File: config.mk
export PLATFORM = sky130hd
export DESIGN_NAME = apb_subsystem
export DESIGN_NICKNAME = d
export VERILOG_FILES = /design/src/logic/apb_subsys_pkg.sv /design/src/logic/apb_subsystem.sv /design/src/logic/gpio_apb.sv /design/src/logic/apb_slot_decode.sv /design/src/logic/ahb_to_apb_bridge.sv /design/src/logic/ahb_endian_swap.sv
export SDC_FILE = /design/constraint.sdc
export NUM_CORES = 1
export LEC_CHECK = 0
export BUFFER_PORTS_ARGS = -buffer_cell sky130_fd_sc_hd__buf_2
export CAP_MARGIN = 0
export CORE_UTILIZATION = 53
export CTS_CLUSTER_SIZE = 30
export DETAILED_ROUTE_END_ITERATION = 10
export PLACE_DENSITY_LB_ADDON = 0.08
export SLEW_MARGIN = 20
export SYNTH_ARGS = -nofsm -noshare
export SYNTH_HDL_FRONTEND = slang
export SYNTH_SLANG_ARGS = --single-unit
File: constraint.sdc
create_clock -name HCLK -period 5.67 [get_ports HCLK]
set_input_delay 0.8505 -clock HCLK [delete_from_list [all_inputs] [get_ports HCLK]]
set_output_delay 0.8505 -clock HCLK [all_outputs]
set_load 0.01 [all_outputs]
File: src/logic/apb_subsys_pkg.sv
package apb_subsys_pkg;

  // ------------------------------------------------------------------------
  // Bus geometry
  // ------------------------------------------------------------------------
  localparam int ADDR_W     = 16;
  localparam int DATA_W     = 32;
  // Top nibble of the address picks the APB slot
  localparam int SLOT_LSB   = 12;
  localparam int SLOT_COUNT = 16;

  // ------------------------------------------------------------------------
  // Encodings
  // ------------------------------------------------------------------------
  typedef enum logic [1:0] {
    IDLE   = 2'b00,
    BUSY   = 2'b01,
    NONSEQ = 2'b10,
    SEQ    = 2'b11
  } htrans_e;

  typedef enum logic [2:0] {
    BYTE = 3'b000,
    HALF = 3'b001,
    WORD = 3'b010
  } hsize_e;

  // Bridge FSM, ERR1/ERR2 form the two-cycle AHB error
  typedef enum logic [2:0] {
    ST_IDLE,
    ST_SETUP,
    ST_ACCESS,
    ST_RDONE,
    ST_ERR1,
    ST_ERR2
  } bridge_state_e;

  // GPIO register offsets within a slot
  typedef enum logic [11:0] {
    REG_DATA = 12'h000,
    REG_SET  = 12'h004,
    REG_CLR  = 12'h008,
    REG_ID   = 12'hFFC
  } gpio_reg_e;

  // ------------------------------------------------------------------------
  // APB bundles
  // ------------------------------------------------------------------------
  typedef struct packed {
    logic [ADDR_W-1:0] paddr;
    logic              pwrite;
    logic [DATA_W-1:0] pwdata;
    logic              penable;
  } apb_req_t;

  typedef struct packed {
    logic [DATA_W-1:0] prdata;
    logic              pready;
    logic              pslverr;
  } apb_rsp_t;

  typedef struct packed {
    logic half_swap;
    logic byte_swap;
  } swap_ctrl_t;

  // Response of an empty slot: zero data, ready, OKAY
  localparam apb_rsp_t APB_RSP_DEFAULT = '{prdata: '0, pready: 1'b1, pslverr: 1'b0};

endpackage
File: src/logic/apb_subsystem.sv
module apb_subsystem
  import apb_subsys_pkg::*;
#(
  parameter bit                    BIG_ENDIAN  = 1'b0,
  parameter logic [SLOT_COUNT-1:0] SLOT_ENABLE = 16'h0003
)
(
  input  logic              HCLK,
  input  logic              HRESETn,
  // AHB-Lite slave port
  input  logic              i_hsel,
  input  logic [ADDR_W-1:0] i_haddr,
  input  htrans_e           i_htrans,
  input  logic              i_hwrite,
  input  hsize_e            i_hsize,
  input  logic              i_hready,
  input  logic [DATA_W-1:0] i_hwdata,
  output logic              o_hreadyout,
  output logic [DATA_W-1:0] o_hrdata,
  output logic              o_hresp,
  output logic              o_apbactive,
  // GPIO pins
  output logic [DATA_W-1:0] o_gpio0,
  output logic [DATA_W-1:0] o_gpio1
);

  logic                        accept;
  logic     [DATA_W-1:0]       wdata_le;
  logic     [DATA_W-1:0]       rdata_le;
  apb_req_t                    apb_req;
  logic                        apb_psel;
  logic     [SLOT_COUNT-1:0]   slot_sel;
  apb_rsp_t [SLOT_COUNT-1:0]   slot_rsp;
  apb_rsp_t                    apb_rsp;

  // ------------------------------------------------------------------------
  // AHB side
  // ------------------------------------------------------------------------
  ahb_endian_swap #(
    .BIG_ENDIAN (BIG_ENDIAN)
  ) u_endian_swap (
    .HCLK       (HCLK),
    .HRESETn    (HRESETn),
    .i_accept   (accept),
    .i_hsize    (i_hsize),
    .i_hwdata   (i_hwdata),
    .i_rdata_le (rdata_le),
    .o_wdata_le (wdata_le),
    .o_hrdata   (o_hrdata)
  );

  ahb_to_apb_bridge u_bridge (
    .HCLK        (HCLK),
    .HRESETn     (HRESETn),
    .i_hsel      (i_hsel),
    .i_haddr     (i_haddr),
    .i_htrans    (i_htrans),
    .i_hwrite    (i_hwrite),
    .i_hsize     (i_hsize),
    .i_hready    (i_hready),
    .i_wdata_le  (wdata_le),
    .i_rsp       (apb_rsp),
    .o_accept    (accept),
    .o_hreadyout (o_hreadyout),
    .o_hresp     (o_hresp),
    .o_rdata_le  (rdata_le),
    .o_req       (apb_req),
    .o_psel      (apb_psel),
    .o_apbactive (o_apbactive)
  );

  // ------------------------------------------------------------------------
  // APB side
  // ------------------------------------------------------------------------
  apb_slot_decode #(
    .SLOT_ENABLE (SLOT_ENABLE)
  ) u_slot_decode (
    .i_psel      (apb_psel),
    .i_req       (apb_req),
    .i_slot_rsp  (slot_rsp),
    .o_slot_sel  (slot_sel),
    .o_rsp       (apb_rsp)
  );

  // Slot 0
  gpio_apb #(
    .GPIO_ID (32'hFA50C0)
  ) u_gpio0 (
    .HCLK    (HCLK),
    .HRESETn (HRESETn),
    .i_psel  (slot_sel[0]),
    .i_req   (apb_req),
    .o_rsp   (slot_rsp[0]),
    .o_gpio  (o_gpio0)
  );

  // Slot 1
  gpio_apb #(
    .GPIO_ID (32'hFA50C1)
  ) u_gpio1 (
    .HCLK    (HCLK),
    .HRESETn (HRESETn),
    .i_psel  (slot_sel[1]),
    .i_req   (apb_req),
    .o_rsp   (slot_rsp[1]),
    .o_gpio  (o_gpio1)
  );

  // Slots 2 to 15 are empty
  for (genvar s = 2; s < SLOT_COUNT; s++)
  begin : g_empty_slot
    assign slot_rsp[s] = APB_RSP_DEFAULT;
  end

endmodule

File: src/logic/gpio_apb.sv
module gpio_apb
  import apb_subsys_pkg::*;
#(
  parameter logic [DATA_W-1:0] GPIO_ID = '0
)
(
  input  logic              HCLK,
  input  logic              HRESETn,
  input  logic              i_psel,
  input  apb_req_t          i_req,
  output apb_rsp_t          o_rsp,
  output logic [DATA_W-1:0] o_gpio
);

  logic [DATA_W-1:0] gpio_q;
  gpio_reg_e         reg_sel;
  logic              wr_access;

  // Offset within the slot
  assign reg_sel = gpio_reg_e'(i_req.paddr[SLOT_LSB-1:0]);

  // Writes take effect in the access phase
  assign wr_access = i_psel && i_req.penable && i_req.pwrite;

  // ------------------------------------------------------------------------
  // Output register
  // ------------------------------------------------------------------------
  always_ff @(posedge HCLK or negedge HRESETn)
  begin
    if (!HRESETn)
      gpio_q <= '0;
    else if (wr_access)
    begin
      case (reg_sel)
        REG_DATA: gpio_q <= i_req.pwdata;
        // Set and clear only touch bits written as one
        REG_SET:  gpio_q <= gpio_q | i_req.pwdata;
        REG_CLR:  gpio_q <= gpio_q & ~i_req.pwdata;
        default:  gpio_q <= gpio_q;
      endcase
    end
  end

  assign o_gpio = gpio_q;

  // ------------------------------------------------------------------------
  // Read data and response
  // ------------------------------------------------------------------------
  always_comb
  begin
    case (reg_sel)
      REG_DATA: o_rsp.prdata = gpio_q;
      REG_ID:   o_rsp.prdata = GPIO_ID;
      // SET, CLR and holes read zero
      default:  o_rsp.prdata = '0;
    endcase
  end

  // Zero wait states
  assign o_rsp.pready  = 1'b1;
  // ID is read only
  assign o_rsp.pslverr = wr_access && (reg_sel == REG_ID);

endmodule

File: src/logic/apb_slot_decode.sv
module apb_slot_decode
  import apb_subsys_pkg::*;
#(
  parameter logic [SLOT_COUNT-1:0] SLOT_ENABLE = 16'h0003
)
(
  input  logic                            i_psel,
  input  apb_req_t                        i_req,
  input  apb_rsp_t [SLOT_COUNT-1:0]       i_slot_rsp,
  output logic     [SLOT_COUNT-1:0]       o_slot_sel,
  output apb_rsp_t                        o_rsp
);

  localparam int SLOT_W = $clog2(SLOT_COUNT);

  logic [SLOT_W-1:0] slot_idx;
  logic              slot_hit;

  // ------------------------------------------------------------------------
  // Select generation
  // ------------------------------------------------------------------------
  // Slot number from the top address nibble
  assign slot_idx = i_req.paddr[SLOT_LSB +: SLOT_W];

  // Disabled slots never see a select
  assign slot_hit = SLOT_ENABLE[slot_idx];

  always_comb
  begin
    o_slot_sel = '0;
    if (i_psel && slot_hit)
      o_slot_sel[slot_idx] = 1'b1;
  end

  // ------------------------------------------------------------------------
  // Response mux
  // ------------------------------------------------------------------------
  // Empty slot completes at once with zero data
  always_comb
  begin
    if (slot_hit)
      o_rsp = i_slot_rsp[slot_idx];
    else
      o_rsp = APB_RSP_DEFAULT;
  end

  // ------------------------------------------------------------------------
  // Checks
  // ------------------------------------------------------------------------
  // At most one select, and only towards a populated slot
  always_comb
  begin
    a_sel_onehot : assert ($onehot0(o_slot_sel) && ((o_slot_sel & ~SLOT_ENABLE) == '0))
      else $error("slot select not one-hot or hits a disabled slot");
  end

endmodule

File: src/logic/ahb_to_apb_bridge.sv
module ahb_to_apb_bridge
  import apb_subsys_pkg::*;
(
  input  logic              HCLK,
  input  logic              HRESETn,
  input  logic              i_hsel,
  input  logic [ADDR_W-1:0] i_haddr,
  input  htrans_e           i_htrans,
  input  logic              i_hwrite,
  input  hsize_e            i_hsize,
  input  logic              i_hready,
  input  logic [DATA_W-1:0] i_wdata_le,
  input  apb_rsp_t          i_rsp,
  output logic              o_accept,
  output logic              o_hreadyout,
  output logic              o_hresp,
  output logic [DATA_W-1:0] o_rdata_le,
  output apb_req_t          o_req,
  output logic              o_psel,
  output logic              o_apbactive
);

  bridge_state_e     state;
  bridge_state_e     state_nxt;
  logic [ADDR_W-1:0] addr_q;
  logic              write_q;
  logic [DATA_W-1:0] rdata_q;
  logic              bad_write;
  logic              access_done;

  // ------------------------------------------------------------------------
  // AHB address phase
  // ------------------------------------------------------------------------
  // Valid transfer on NONSEQ or SEQ only
  assign o_accept = i_hsel && i_hready && ((i_htrans == NONSEQ) || (i_htrans == SEQ));

  // APB has no strobes, so only word writes are allowed
  assign bad_write = i_hwrite && (i_hsize != WORD);

  assign access_done = (state == ST_ACCESS) && i_rsp.pready;

  // Address and direction held for the APB transfer
  always_ff @(posedge HCLK)
  begin
    if (o_accept)
    begin
      addr_q  <= i_haddr;
      write_q <= i_hwrite;
    end
  end

  // ------------------------------------------------------------------------
  // FSM
  // ------------------------------------------------------------------------
  always_comb
  begin
    state_nxt = state;
    case (state)
      // Ready states, a new address phase may be accepted here
      ST_IDLE, ST_RDONE, ST_ERR2:
      begin
        if (o_accept)
          state_nxt = bad_write ? ST_ERR1 : ST_SETUP;
        else
          state_nxt = ST_IDLE;
      end
      ST_SETUP:
        state_nxt = ST_ACCESS;
      // Wait states until the slave is ready
      ST_ACCESS:
      begin
        if (i_rsp.pready)
          state_nxt = i_rsp.pslverr ? ST_ERR1 : ST_RDONE;
      end
      ST_ERR1:
        state_nxt = ST_ERR2;
      default:
        state_nxt = ST_IDLE;
    endcase
  end

  always_ff @(posedge HCLK or negedge HRESETn)
  begin
    if (!HRESETn)
      state <= ST_IDLE;
    else
      state <= state_nxt;
  end

  // Read data captured at the end of the access phase
  always_ff @(posedge HCLK)
  begin
    if (access_done && !write_q)
      rdata_q <= i_rsp.prdata;
  end

  // ------------------------------------------------------------------------
  // Outputs
  // ------------------------------------------------------------------------
  assign o_psel      = (state == ST_SETUP) || (state == ST_ACCESS);
  // Low through setup, access and the first error cycle
  assign o_hreadyout = !(o_psel || (state == ST_ERR1));
  assign o_hresp     = (state == ST_ERR1) || (state == ST_ERR2);
  assign o_apbactive = (state != ST_IDLE);
  assign o_rdata_le  = rdata_q;

  // Write data comes straight from the held AHB data phase
  assign o_req.paddr   = addr_q;
  assign o_req.pwrite  = write_q;
  assign o_req.pwdata  = i_wdata_le;
  assign o_req.penable = (state == ST_ACCESS);

  // ------------------------------------------------------------------------
  // Checks
  // ------------------------------------------------------------------------
  // Access phase always preceded by a setup cycle
  a_penable_after_setup : assert property (
    @(posedge HCLK) disable iff (!HRESETn)
    $rose(o_req.penable) |-> $past(o_psel) && o_psel
  ) else $error("penable without preceding setup phase");

  // Request held from setup until the end of access
  a_req_stable : assert property (
    @(posedge HCLK) disable iff (!HRESETn)
    o_psel && $past(o_psel) |->
      $stable(o_req.paddr) && $stable(o_req.pwrite) &&
      (!o_req.pwrite || $stable(o_req.pwdata))
  ) else $error("APB request changed during transfer");

  // Rejected write never reaches the APB side
  a_bad_write_no_apb : assert property (
    @(posedge HCLK) disable iff (!HRESETn)
    o_accept && bad_write |=> !o_psel ##1 !o_psel
  ) else $error("non-word write started an APB transfer");

endmodule

File: src/logic/ahb_endian_swap.sv
module ahb_endian_swap
  import apb_subsys_pkg::*;
#(
  parameter bit BIG_ENDIAN = 1'b0
)
(
  input  logic              HCLK,
  input  logic              HRESETn,
  input  logic              i_accept,
  input  hsize_e            i_hsize,
  input  logic [DATA_W-1:0] i_hwdata,
  input  logic [DATA_W-1:0] i_rdata_le,
  output logic [DATA_W-1:0] o_wdata_le,
  output logic [DATA_W-1:0] o_hrdata
);

  swap_ctrl_t swap_ctrl;
  swap_ctrl_t swap_nxt;

  // Byte swap for half and word, halfword swap for word only
  always_comb
  begin
    swap_nxt.byte_swap = BIG_ENDIAN && ((i_hsize == HALF) || (i_hsize == WORD));
    swap_nxt.half_swap = BIG_ENDIAN && (i_hsize == WORD);
  end

  // Held through the whole data phase
  always_ff @(posedge HCLK or negedge HRESETn)
  begin
    if (!HRESETn)
      swap_ctrl <= '0;
    else if (i_accept)
      swap_ctrl <= swap_nxt;
  end

  // Bytes within each halfword first, then the two halfwords
  function automatic logic [DATA_W-1:0] swap_lanes(input swap_ctrl_t ctrl,
                                                   input logic [DATA_W-1:0] data);
    logic [DATA_W-1:0] stage;
    stage = ctrl.byte_swap ? {data[23:16], data[31:24], data[7:0], data[15:8]} : data;
    return ctrl.half_swap ? {stage[15:0], stage[31:16]} : stage;
  endfunction

  // Same swap both ways, it is its own inverse
  assign o_wdata_le = swap_lanes(swap_ctrl, i_hwdata);
  assign o_hrdata   = swap_lanes(swap_ctrl, i_rdata_le);

  // ------------------------------------------------------------------------
  // Checks
  // ------------------------------------------------------------------------
  // Little-endian build never swaps, even after a word transfer
  a_le_no_swap : assert property (
    @(posedge HCLK) disable iff (!HRESETn)
    (BIG_ENDIAN == 1'b0) && i_accept |=> (swap_ctrl == '0)
  ) else $error("swap control set in little-endian configuration");

endmodule

==> results.toml, run 1 <==
[timing]
fmax_ghz = 0.318
slew_headroom = 0.324
fin_tns_setup_ps = 0
setup_violations = 0
grt_setup_unrepaired = "false"
finalHoldViolations = 0
final.setup.worst_slack_ps = 2520
post-route-min-period_ps = 3150
fin_crit_sh = 0.555
worst_pin_slew_ps = 1010
slew_violations = 0
skew_ps = 6.53

[floorplanning]
fp.coreArea_um2 = 10400
dieArea_um2 = 11200
die_w_um = 106
row_count = 37
start_util = 0.551
die_y_um = 106
io_pins = 157

[placement]
dp_cells = 780
hpwlAfterDp_um = 9250
numPortBuffers = 155
gp_congestion = 0.737
pre_cts_slack_ps = 2550

[layout]
fin_util = 0.686
antenna_cells = 0
final_common_cell = "buf_2"
final_nets = 721
drive_above_1_share = 0.300
areaGrowthSynthToFinish_pct = 24.6
final_cell_mix = "155 x buf_2, 67 x inv_1, 67 x dfrtp_1, 52 x o21ai_1, 49 x edfxtp_1"
fin_cells = 812

[global_route]
grt_pass1_wl_um = 24600
grt_pass1_vias = 4797
grt_remaining_overflow = 0
antenna_found_initial = 0
grt_max_degree = 68
grt_usage = 0.284

[detailed_routing]
drt_iter0_markers = 260
postRouteAntennaNets = 0
drc = 0
totalWireLength_um = 15300
wire_per_inst_um = 18.9
first_pass_iters = 5
via_per_inst = 6.05
route.vias.total = 4911

[worst_setup_path]
cp_max_fo = 25
worst_setup_path_end_kind = "register"
cp_data_arrival_time_ps = 3580
worstSetupStartpointType = "register"
crit_type = "register to register"
cp_data_required_time_ps = 6100

[synthesis]
yosysUniqueCellTypes = 43
async_flop_share = 0.573
synth-seq-area-share = 0.552
ys_ff_latch = 117
syn_inst = 530
synth-main-ff-cell = "dfrtp_1"
synth_nets = 588
netlist_area_um2 = 5740
yosys_warnings = 0
syn_area_per_cell_um2 = 10.8
synth-edff-count = 49

[power_and_ir_drop]
power_mw = 2.25
p_int_mw = 1.71
p_comb_frac = 0.098
p_sw_frac = 0.241
ir_drop_uv = 173
power.leakage_nw = 3.06
p_clk_frac = 0.461
p_per_area_nw_per_um2 = 315
p_sw_mw = 0.544
p_seq_frac = 0.440

[clock_network]
post_cts_resized = 0
cts.sinks = 117
cts_tree = "built"
clockBufferDepth = 2
hold_buffers = 0
cts_buffers = 17
cts_setup_buffers = 0
h-tree-depth = 4
cts.clk_slew.worst_paths_ps = 50
clk_latency_ps = 520
clockRootBuffer = "clkbuf_8"

[status]
status = "complete, no violations"

[flow_run]
drv_cap = 0

[min_path]
hold_path.class = "register to register"
-- area by class of cell --
cell class                      count  area [um2]
Fill cell                         821        3270
Sequential cell                   117        3170
Multi-Input combinational cell    296        2140
Timing Repair Buffer              164         843
Clock buffer                       24         482
Inverter                           67         251
Tap cell                          136         170
Clock inverter                      8        97.6
-- registers in the layout, indices dropped and copies added (netlist names) --
| register | count |
|---|---|
| u_slot_decode.slot_hit | 1 |
| u_gpio0.o_gpio | 32 |
| u_bridge.write_q | 1 |
| u_bridge.o_rdata_le | 32 |
| u_gpio1.o_gpio | 32 |
| u_bridge.state | 3 |
| u_bridge.addr_q | 16 |
-- through the flow --
| stage | instance area [um2] | hold slack (ps) |
|---|---|---|
| final | 7150 | 474 |
| after global routing | 7150 | 480 |
| after CTS | 7150 | 473 |
| after detailed placement | 6570 | 469 |
| after global placement | 6550 | 453 |
| after floorplan | 5740 | 442 |
-- logic make-up (layout without fill, tap and decap cells) --
group,after synthesis,after routing,share of synthesized area
and+or+nand+nor,98,98,0.102
xor gates and xnor gates,13,13,0.0198
adders and majority gates,1,1,0.00174
DFF,117,117,0.552
AOI/OAI and AO/OA,153,153,0.187
buffers and inverters,117,263,0.0833
muxes,31,31,0.0541
-- power by group through the flow --
stage	combinational [mW]	sequential, mW	clock [mW]
2_1_floorplan	0.105	1.01	0
3_3_place_gp	0.215	1.00	0
3_5_place_dp	0.222	1.01	0
4_1_cts	0.223	0.991	1.05
5_1_grt	0.240	0.998	1.09
6_report	0.222	0.991	1.04
-- worst paths after layout --
check | slack (ps) | depth (start not counted) | startpoint | endpoint
worst max-delay path | 2520 | 5 | u_bridge.addr_q[12] | u_gpio1.o_gpio[12]
worst min-delay path | 470 | 1 | u_bridge.addr_q[14] | u_slot_decode.slot_hit
worst max register to register | 2520 | 5 | u_bridge.addr_q[12] | u_gpio1.o_gpio[12]
worst min register to register | 470 | 1 | u_bridge.addr_q[14] | u_slot_decode.slot_hit
max in group asynchronous | 4520 | 2 | HRESETn | u_gpio1.o_gpio[10]
min in group asynchronous | 520 | 2 | HRESETn | u_bridge.state[0]
-- critical path, cell delays in order, from the launching register on --
cell and delay, ps:
edfxtp_1 830, inv_1 660, a2111oi_4 770, buf_4 430, nand4_1 170, o21ai_1 170
-- Yosys cell counts (13+ instances only) --
master | count | share of area
a2111oi_1 | 40 | 0.070
a21oi_1 | 24 | 0.021
a31oi_1 | 22 | 0.024
clkbuf_1 | 37 | 0.024
dfrtp_1 | 67 | 0.29
edfxtp_1 | 49 | 0.26
inv_1 | 67 | 0.044
mux2i_1 | 31 | 0.054
nand4_1 | 45 | 0.049
nor2_1 | 25 | 0.016
o21ai_1 | 52 | 0.045
xor2_1 | 13 | 0.020
-- per-layer routing --
metal  GRT usage  wire (um)  part of all wire
met5           0          0                 0
met4       0.102        185             0.012
met3      0.0785       1140             0.074
met2       0.461       7390              0.48
met1       0.366       6610              0.43
Power figures use the tool's default switching activity.
==> run 2, diff against run 1 <==
- clock period: 5.67 -> 3.3 ns (I/O delays scaled with it)
==> run 2 against run 1 <==
Effect of this change:
- first-iteration DRC count grew 1.2%
- register-to-register slack lost 1600 ps
- non-clock buffer count grew 10
- routed wire length shrank 1.6%
- via count grew 0.26%
- hold slack lost 330 ps
- cell area grew 1.1%
- final cell count grew 1.2%
- utilization grew 0.73 points
- maximum frequency grew 31%
- power grew 72%
- highest routed layer unchanged
==> results.toml, run 2 (synthesis results as in run 1) <==
[status]
status = "complete, no violations"

[global_route]
grt_pass1_wl_um = 24700
antenna_found_initial = 0
grt_usage = 0.285
grt_max_degree = 57
grt_pass1_vias = 4964
grt_remaining_overflow = 0

[timing]
holdWs_ps = 146
post-route-min-period_ps = 2410
slew_headroom = 0.361
fin_crit_sh = 0.730
finalHoldViolations = 0
setup_violations = 0
fin_tns_setup_ps = 0
grt_setup_unrepaired = "false"
worst_pin_slew_ps = 958
fmax_ghz = 0.415
slew_violations = 0
skew_ps = 4.49

[detailed_routing]
drc = 0
wire_per_inst_um = 18.3
first_pass_iters = 4
drt_iter0_markers = 263
via_per_inst = 5.99
route.vias.total = 4924
totalWireLength_um = 15100
postRouteAntennaNets = 0

[floorplanning]
start_util = 0.551
dieArea_um2 = 11200
fp.coreArea_um2 = 10400
die_y_um = 106
die_w_um = 106
io_pins = 157
row_count = 37

[clock_network]
clockBufferDepth = 2
post_cts_resized = 0
cts_buffers = 17
clk_latency_ps = 520
cts.clk_slew.worst_paths_ps = 60
cts_tree = "built"
cts.sinks = 117
h-tree-depth = 4
clockRootBuffer = "clkbuf_8"

[layout]
drive_above_1_share = 0.310
final_common_cell = "buf_2"
final_nets = 731
register_area_um2 = 3170
multiInputGateArea_um2 = 2120
areaGrowthSynthToFinish_pct = 26.0
design_area_um2 = 7230
final_cell_mix = "155 x buf_2, 67 x inv_1, 67 x dfrtp_1, 52 x o21ai_1, 49 x edfxtp_1"
fin_cells = 822
fill_cells = 793
antenna_cells = 0

[placement]
hpwlAfterDp_um = 9530
dp_cells = 789
numPortBuffers = 155
gp_congestion = 0.761
placed_area_um2 = 6640

[worst_setup_path]
cp_max_fo = 24
cp_slowest_cell = "a2111oi_4"
cp_data_arrival_time_ps = 2850
crit_type = "register to register"
cp_data_required_time_ps = 3740
crit_buf_inv = 1
path_delay_family = "compound AO/OA/AOI/OAI gates"
worst_setup_path_end_kind = "register"
worstPathCellList = "or4b_4 -> a2111oi_4 -> buf_12 -> nand4_1 -> o21ai_1"
cpPeakStageDelay_ps = 770
worstSetupStartpointType = "register"

[power_and_ir_drop]
power.leakage_nw = 3.09
power_mw = 3.88
p_per_area_nw_per_um2 = 537
ir_drop_uv = 311

[flow_run]
drv_cap = 0

[min_path]
hold_path.class = "primary input to register"
run 2: cell types whose count changed in the layout (fill, tap and decap cells not counted), moves of 2 or more:
cell / before / now
clkinv_1: 0 / 3
nor4_2: 2 / 4
buf_4: 9 / 17
nor4_4: 2 / 0
clkinvlp_4: 3 / 7
clkbuf_8: 3 / 1
clkbuf_1: 4 / 0
run 2: cell type report:
cell class,instances,area share
flip-flops and latches,117,0.438
clock buffers,17,0.0573
multi-input cells,296,0.294
clock inverters,15,0.0227
well taps,136,0.0235
repair buffers,174,0.129
inverters,67,0.0348
run 2: power breakdown:
| part | leakage (nW) | internal, mW | switching, mW |
|---|---|---|---|
| combinational | 1.44 | 0.155 | 0.236 |
| clock | 0.260 | 1.14 | 0.654 |
| sequential | 1.39 | 1.63 | 0.0685 |
| total | 3.09 | 2.92 | 0.958 |
run 2: per-layer routing:
metal	GRT usage	vias up	wire length (um)
met1	0.359	2440	6250
met3	0.0754	22	980
li1	-	2275	-
met2	0.474	187	7600
met4	0.107	0	244
met5	0	-	0
run 2: path summary, 6_finish.rpt:
| path | end | startpoint | cells after the start | slack (ps) |
|---|---|---|---|---|
| min | u_bridge.addr_q[9] | i_haddr[9] | 1 | 150 |
| max | u_gpio1.o_gpio[25] | u_bridge.addr_q[15] | 5 | 890 |
| min in group asynchronous | u_gpio0.o_gpio[15] | HRESETn | 2 | 480 |
| min reg2reg | u_slot_decode.slot_hit | u_bridge.addr_q[14] | 1 | 460 |
| max reg2reg | u_gpio1.o_gpio[25] | u_bridge.addr_q[15] | 5 | 890 |
| max in group asynchronous | u_gpio1.o_gpio[11] | HRESETn | 3 | 2120 |
run 2: repair_timing:
item,CTS,global route
setup buffers,0,0
hold endpoints to repair,20,0
hold buffers,1,0
run 2: metrics by stage:
step            util  setup WS (ps)
5_1_grt        0.694            762
3_5_place_dp   0.637            946
2_1_floorplan      -            400
4_1_cts        0.694            919
3_3_place_gp   0.637           1010
6_report       0.694            892
==> run 3, diff against run 2 <==
- ABC_AREA: unset -> 1
- CORE_UTILIZATION: 53 -> 55
- clock period: 3.3 -> 2.4 ns (I/O delays scaled with it)
==> run 3 against run 2 <==
Effect of this change:
- utilization is 1.6 points lower
- critical path depth rose by 4
- clock skew about the same
- register-to-register slack got worse by 470 ps
- die area grew 21%
- global-route usage grew 0.56 points
- maximum frequency increased by 22%
- routed wire length is 26% higher
- final cell count increased by 59%
- critical endpoint is now u_gpio1.o_gpio[14]
- highest routed layer unchanged
==> results.toml, run 3 <==
[status]
status = "complete, no violations"

[detailed_routing]
wire_per_inst_um = 14.5
via_per_inst = 5.37
drt_iter0_markers = 837
route.vias.total = 7031
postRouteAntennaNets = 0
drc = 0
first_pass_iters = 5
totalWireLength_um = 19000

[timing]
setup_violations = 0
slew_violations = 0
finalHoldViolations = 0
worst_pin_slew_ps = 604
final.setup.worst_slack_ps = 424
post-route-min-period_ps = 1980
slew_headroom = 0.596
fin_crit_sh = 0.823
grt_setup_unrepaired = "false"
fin_tns_setup_ps = 0
holdWs_ps = 120
fmax_ghz = 0.506
skew_ps = 4.82

[worst_setup_path]
cp_data_required_time_ps = 2700
worstSetupStartpointType = "register"
crit_type = "register to register"
cp_max_fo = 32
worst_setup_path_end_kind = "register"
cp_data_arrival_time_ps = 2280

[power_and_ir_drop]
power.leakage_nw = 4.18
p_per_area_nw_per_um2 = 640
power_mw = 5.52
ir_drop_uv = 521

[floorplanning]
fp.coreArea_um2 = 12700
io_pins = 157
start_util = 0.569
die_w_um = 117
dieArea_um2 = 13600
die_y_um = 117
row_count = 41

[synthesis]
synth-main-ff-cell = "dfrtp_1"
synth-seq-area-share = 0.437
netlist_area_um2 = 7240
yosysMostFrequentCell = "nand2_1"
syn_area_per_cell_um2 = 7.36
yosys.area.top_type_share = 0.231
ys_ff_latch = 117
synthTopCellsByCount = "318 x nand2_1, 133 x nand3_1, 113 x inv_1"
syn_inst = 984
synthTopCellsByArea = "dfrtp_1 23%, edfxtp_1 20%, nand2_1 16%"
synth-edff-count = 49
async_flop_share = 0.573
yosysUniqueCellTypes = 29
synth_top_area_cell = "dfrtp_1"
synth_nets = 1042
yosys_warnings = 0

[clock_network]
cts.clk_slew.worst_paths_ps = 50
cts.sinks = 117
cts_buffers = 17
cts_setup_buffers = 0
clk_latency_ps = 410
h-tree-depth = 4
cts_tree = "built"
clockBufferDepth = 2
clockRootBuffer = "clkbuf_16"

[placement]
dp_cells = 1276
hpwlAfterDp_um = 12000
gp_congestion = 0.808
pre_cts_slack_ps = 443
numPortBuffers = 155

[global_route]
antenna_found_initial = 1
grt_pass1_wl_um = 30400
grt_max_degree = 65
grt_remaining_overflow = 0
grt_pass1_vias = 6176
grt_usage = 0.291

[layout]
final_cell_mix = "318 x nand2_1, 154 x buf_2, 133 x nand3_1, 113 x inv_1, 90 x nor2_1"
drive_above_1_share = 0.210
areaGrowthSynthToFinish_pct = 19.0
final_common_cell = "nand2_1"
fin_cells = 1310
final_nets = 1182

[min_path]
hold_path.class = "primary input to register"

[flow_run]
drv_cap = 0
[run 3: area by class of cell]
cell class | instances | area, um2
Sequential cell | 117 | 3170
Clock inverter | 13 | 139
Timing Repair Buffer | 177 | 996
Antenna cell | 1 | 2.50
Fill cell | 1159 | 4100
Inverter | 124 | 468
Tap cell | 172 | 215
Clock buffer | 19 | 433
Multi-Input combinational cell | 687 | 3200
[run 3: worst paths after layout]
path                                    start             endpoint  slack (ps)  cells past startpoint
max in group asynchronous             HRESETn    u_gpio0.o_gpio[8]        1350                      3
hold / removal                    i_haddr[11]  u_bridge.addr_q[11]         120                      1
min in group asynchronous             HRESETn   u_gpio0.o_gpio[28]         470                      2
setup / recovery           u_bridge.addr_q[1]   u_gpio1.o_gpio[14]         420                      9
setup reg to reg           u_bridge.addr_q[1]   u_gpio1.o_gpio[14]         420                      9
hold reg to reg            u_gpio0.o_gpio[24]   u_gpio0.o_gpio[24]         500                      2
[run 3: power by group]
group	total [mW]	switching [mW]	internal (mW)	leakage (nW)
combinational	0.706	0.460	0.246	2.86
clock	2.48	0.874	1.61	0.283
sequential	2.33	0.0624	2.27	1.03
[run 3: metrics by stage]
step           utilization  instance area [um2]
6_report             0.677                 8620
3_5_place_dp         0.631                 8030
5_1_grt              0.677                 8620
2_1_floorplan            -                 7240
3_3_place_gp         0.631                 8030
4_1_cts              0.677                 8620
[run 3: per-layer routing]
layer / share of wire / wire, um / vias up / global-route usage
met2: 0.47 / 8890 / 329 / 0.462
met1: 0.43 / 8170 / 3190 / 0.394
met4: 0.015 / 291 / 0 / 0.0970
met5: 0 / 0 / - / 0
li1: - / - / 3483 / -
met3: 0.086 / 1640 / 29 / 0.0664
[run 3: timing repair]
item | in CTS | in global routing
endpoints found under the hold margin | 38 | 0
gates resized for setup | 0 | 0
hold buffers | 1 | 0
[run 3: cells by family (layout without fill, tap and decap cells)]
| kind of cell | count (synthesis) | after routing | synth area share |
|---|---|---|---|
| and+or+nand+nor | 609 | 609 | 0.371 |
| AOI/OAI and AO/OA | 78 | 78 | 0.0675 |
| DFF | 117 | 117 | 0.437 |
| buffers and inverters | 180 | 333 | 0.124 |
| other | 0 | 1 | 0 |
[run 3: worst max-delay path, cell delays in order (launching register included)]
cell	delay (ps)
edfxtp_1	420
nor2_4	170
nand3_1	120
nor2_4	380
nand2_1	100
buf_4	290
nand3_1	160
nand3_1	80
nand2_1	70
nand2_1	50
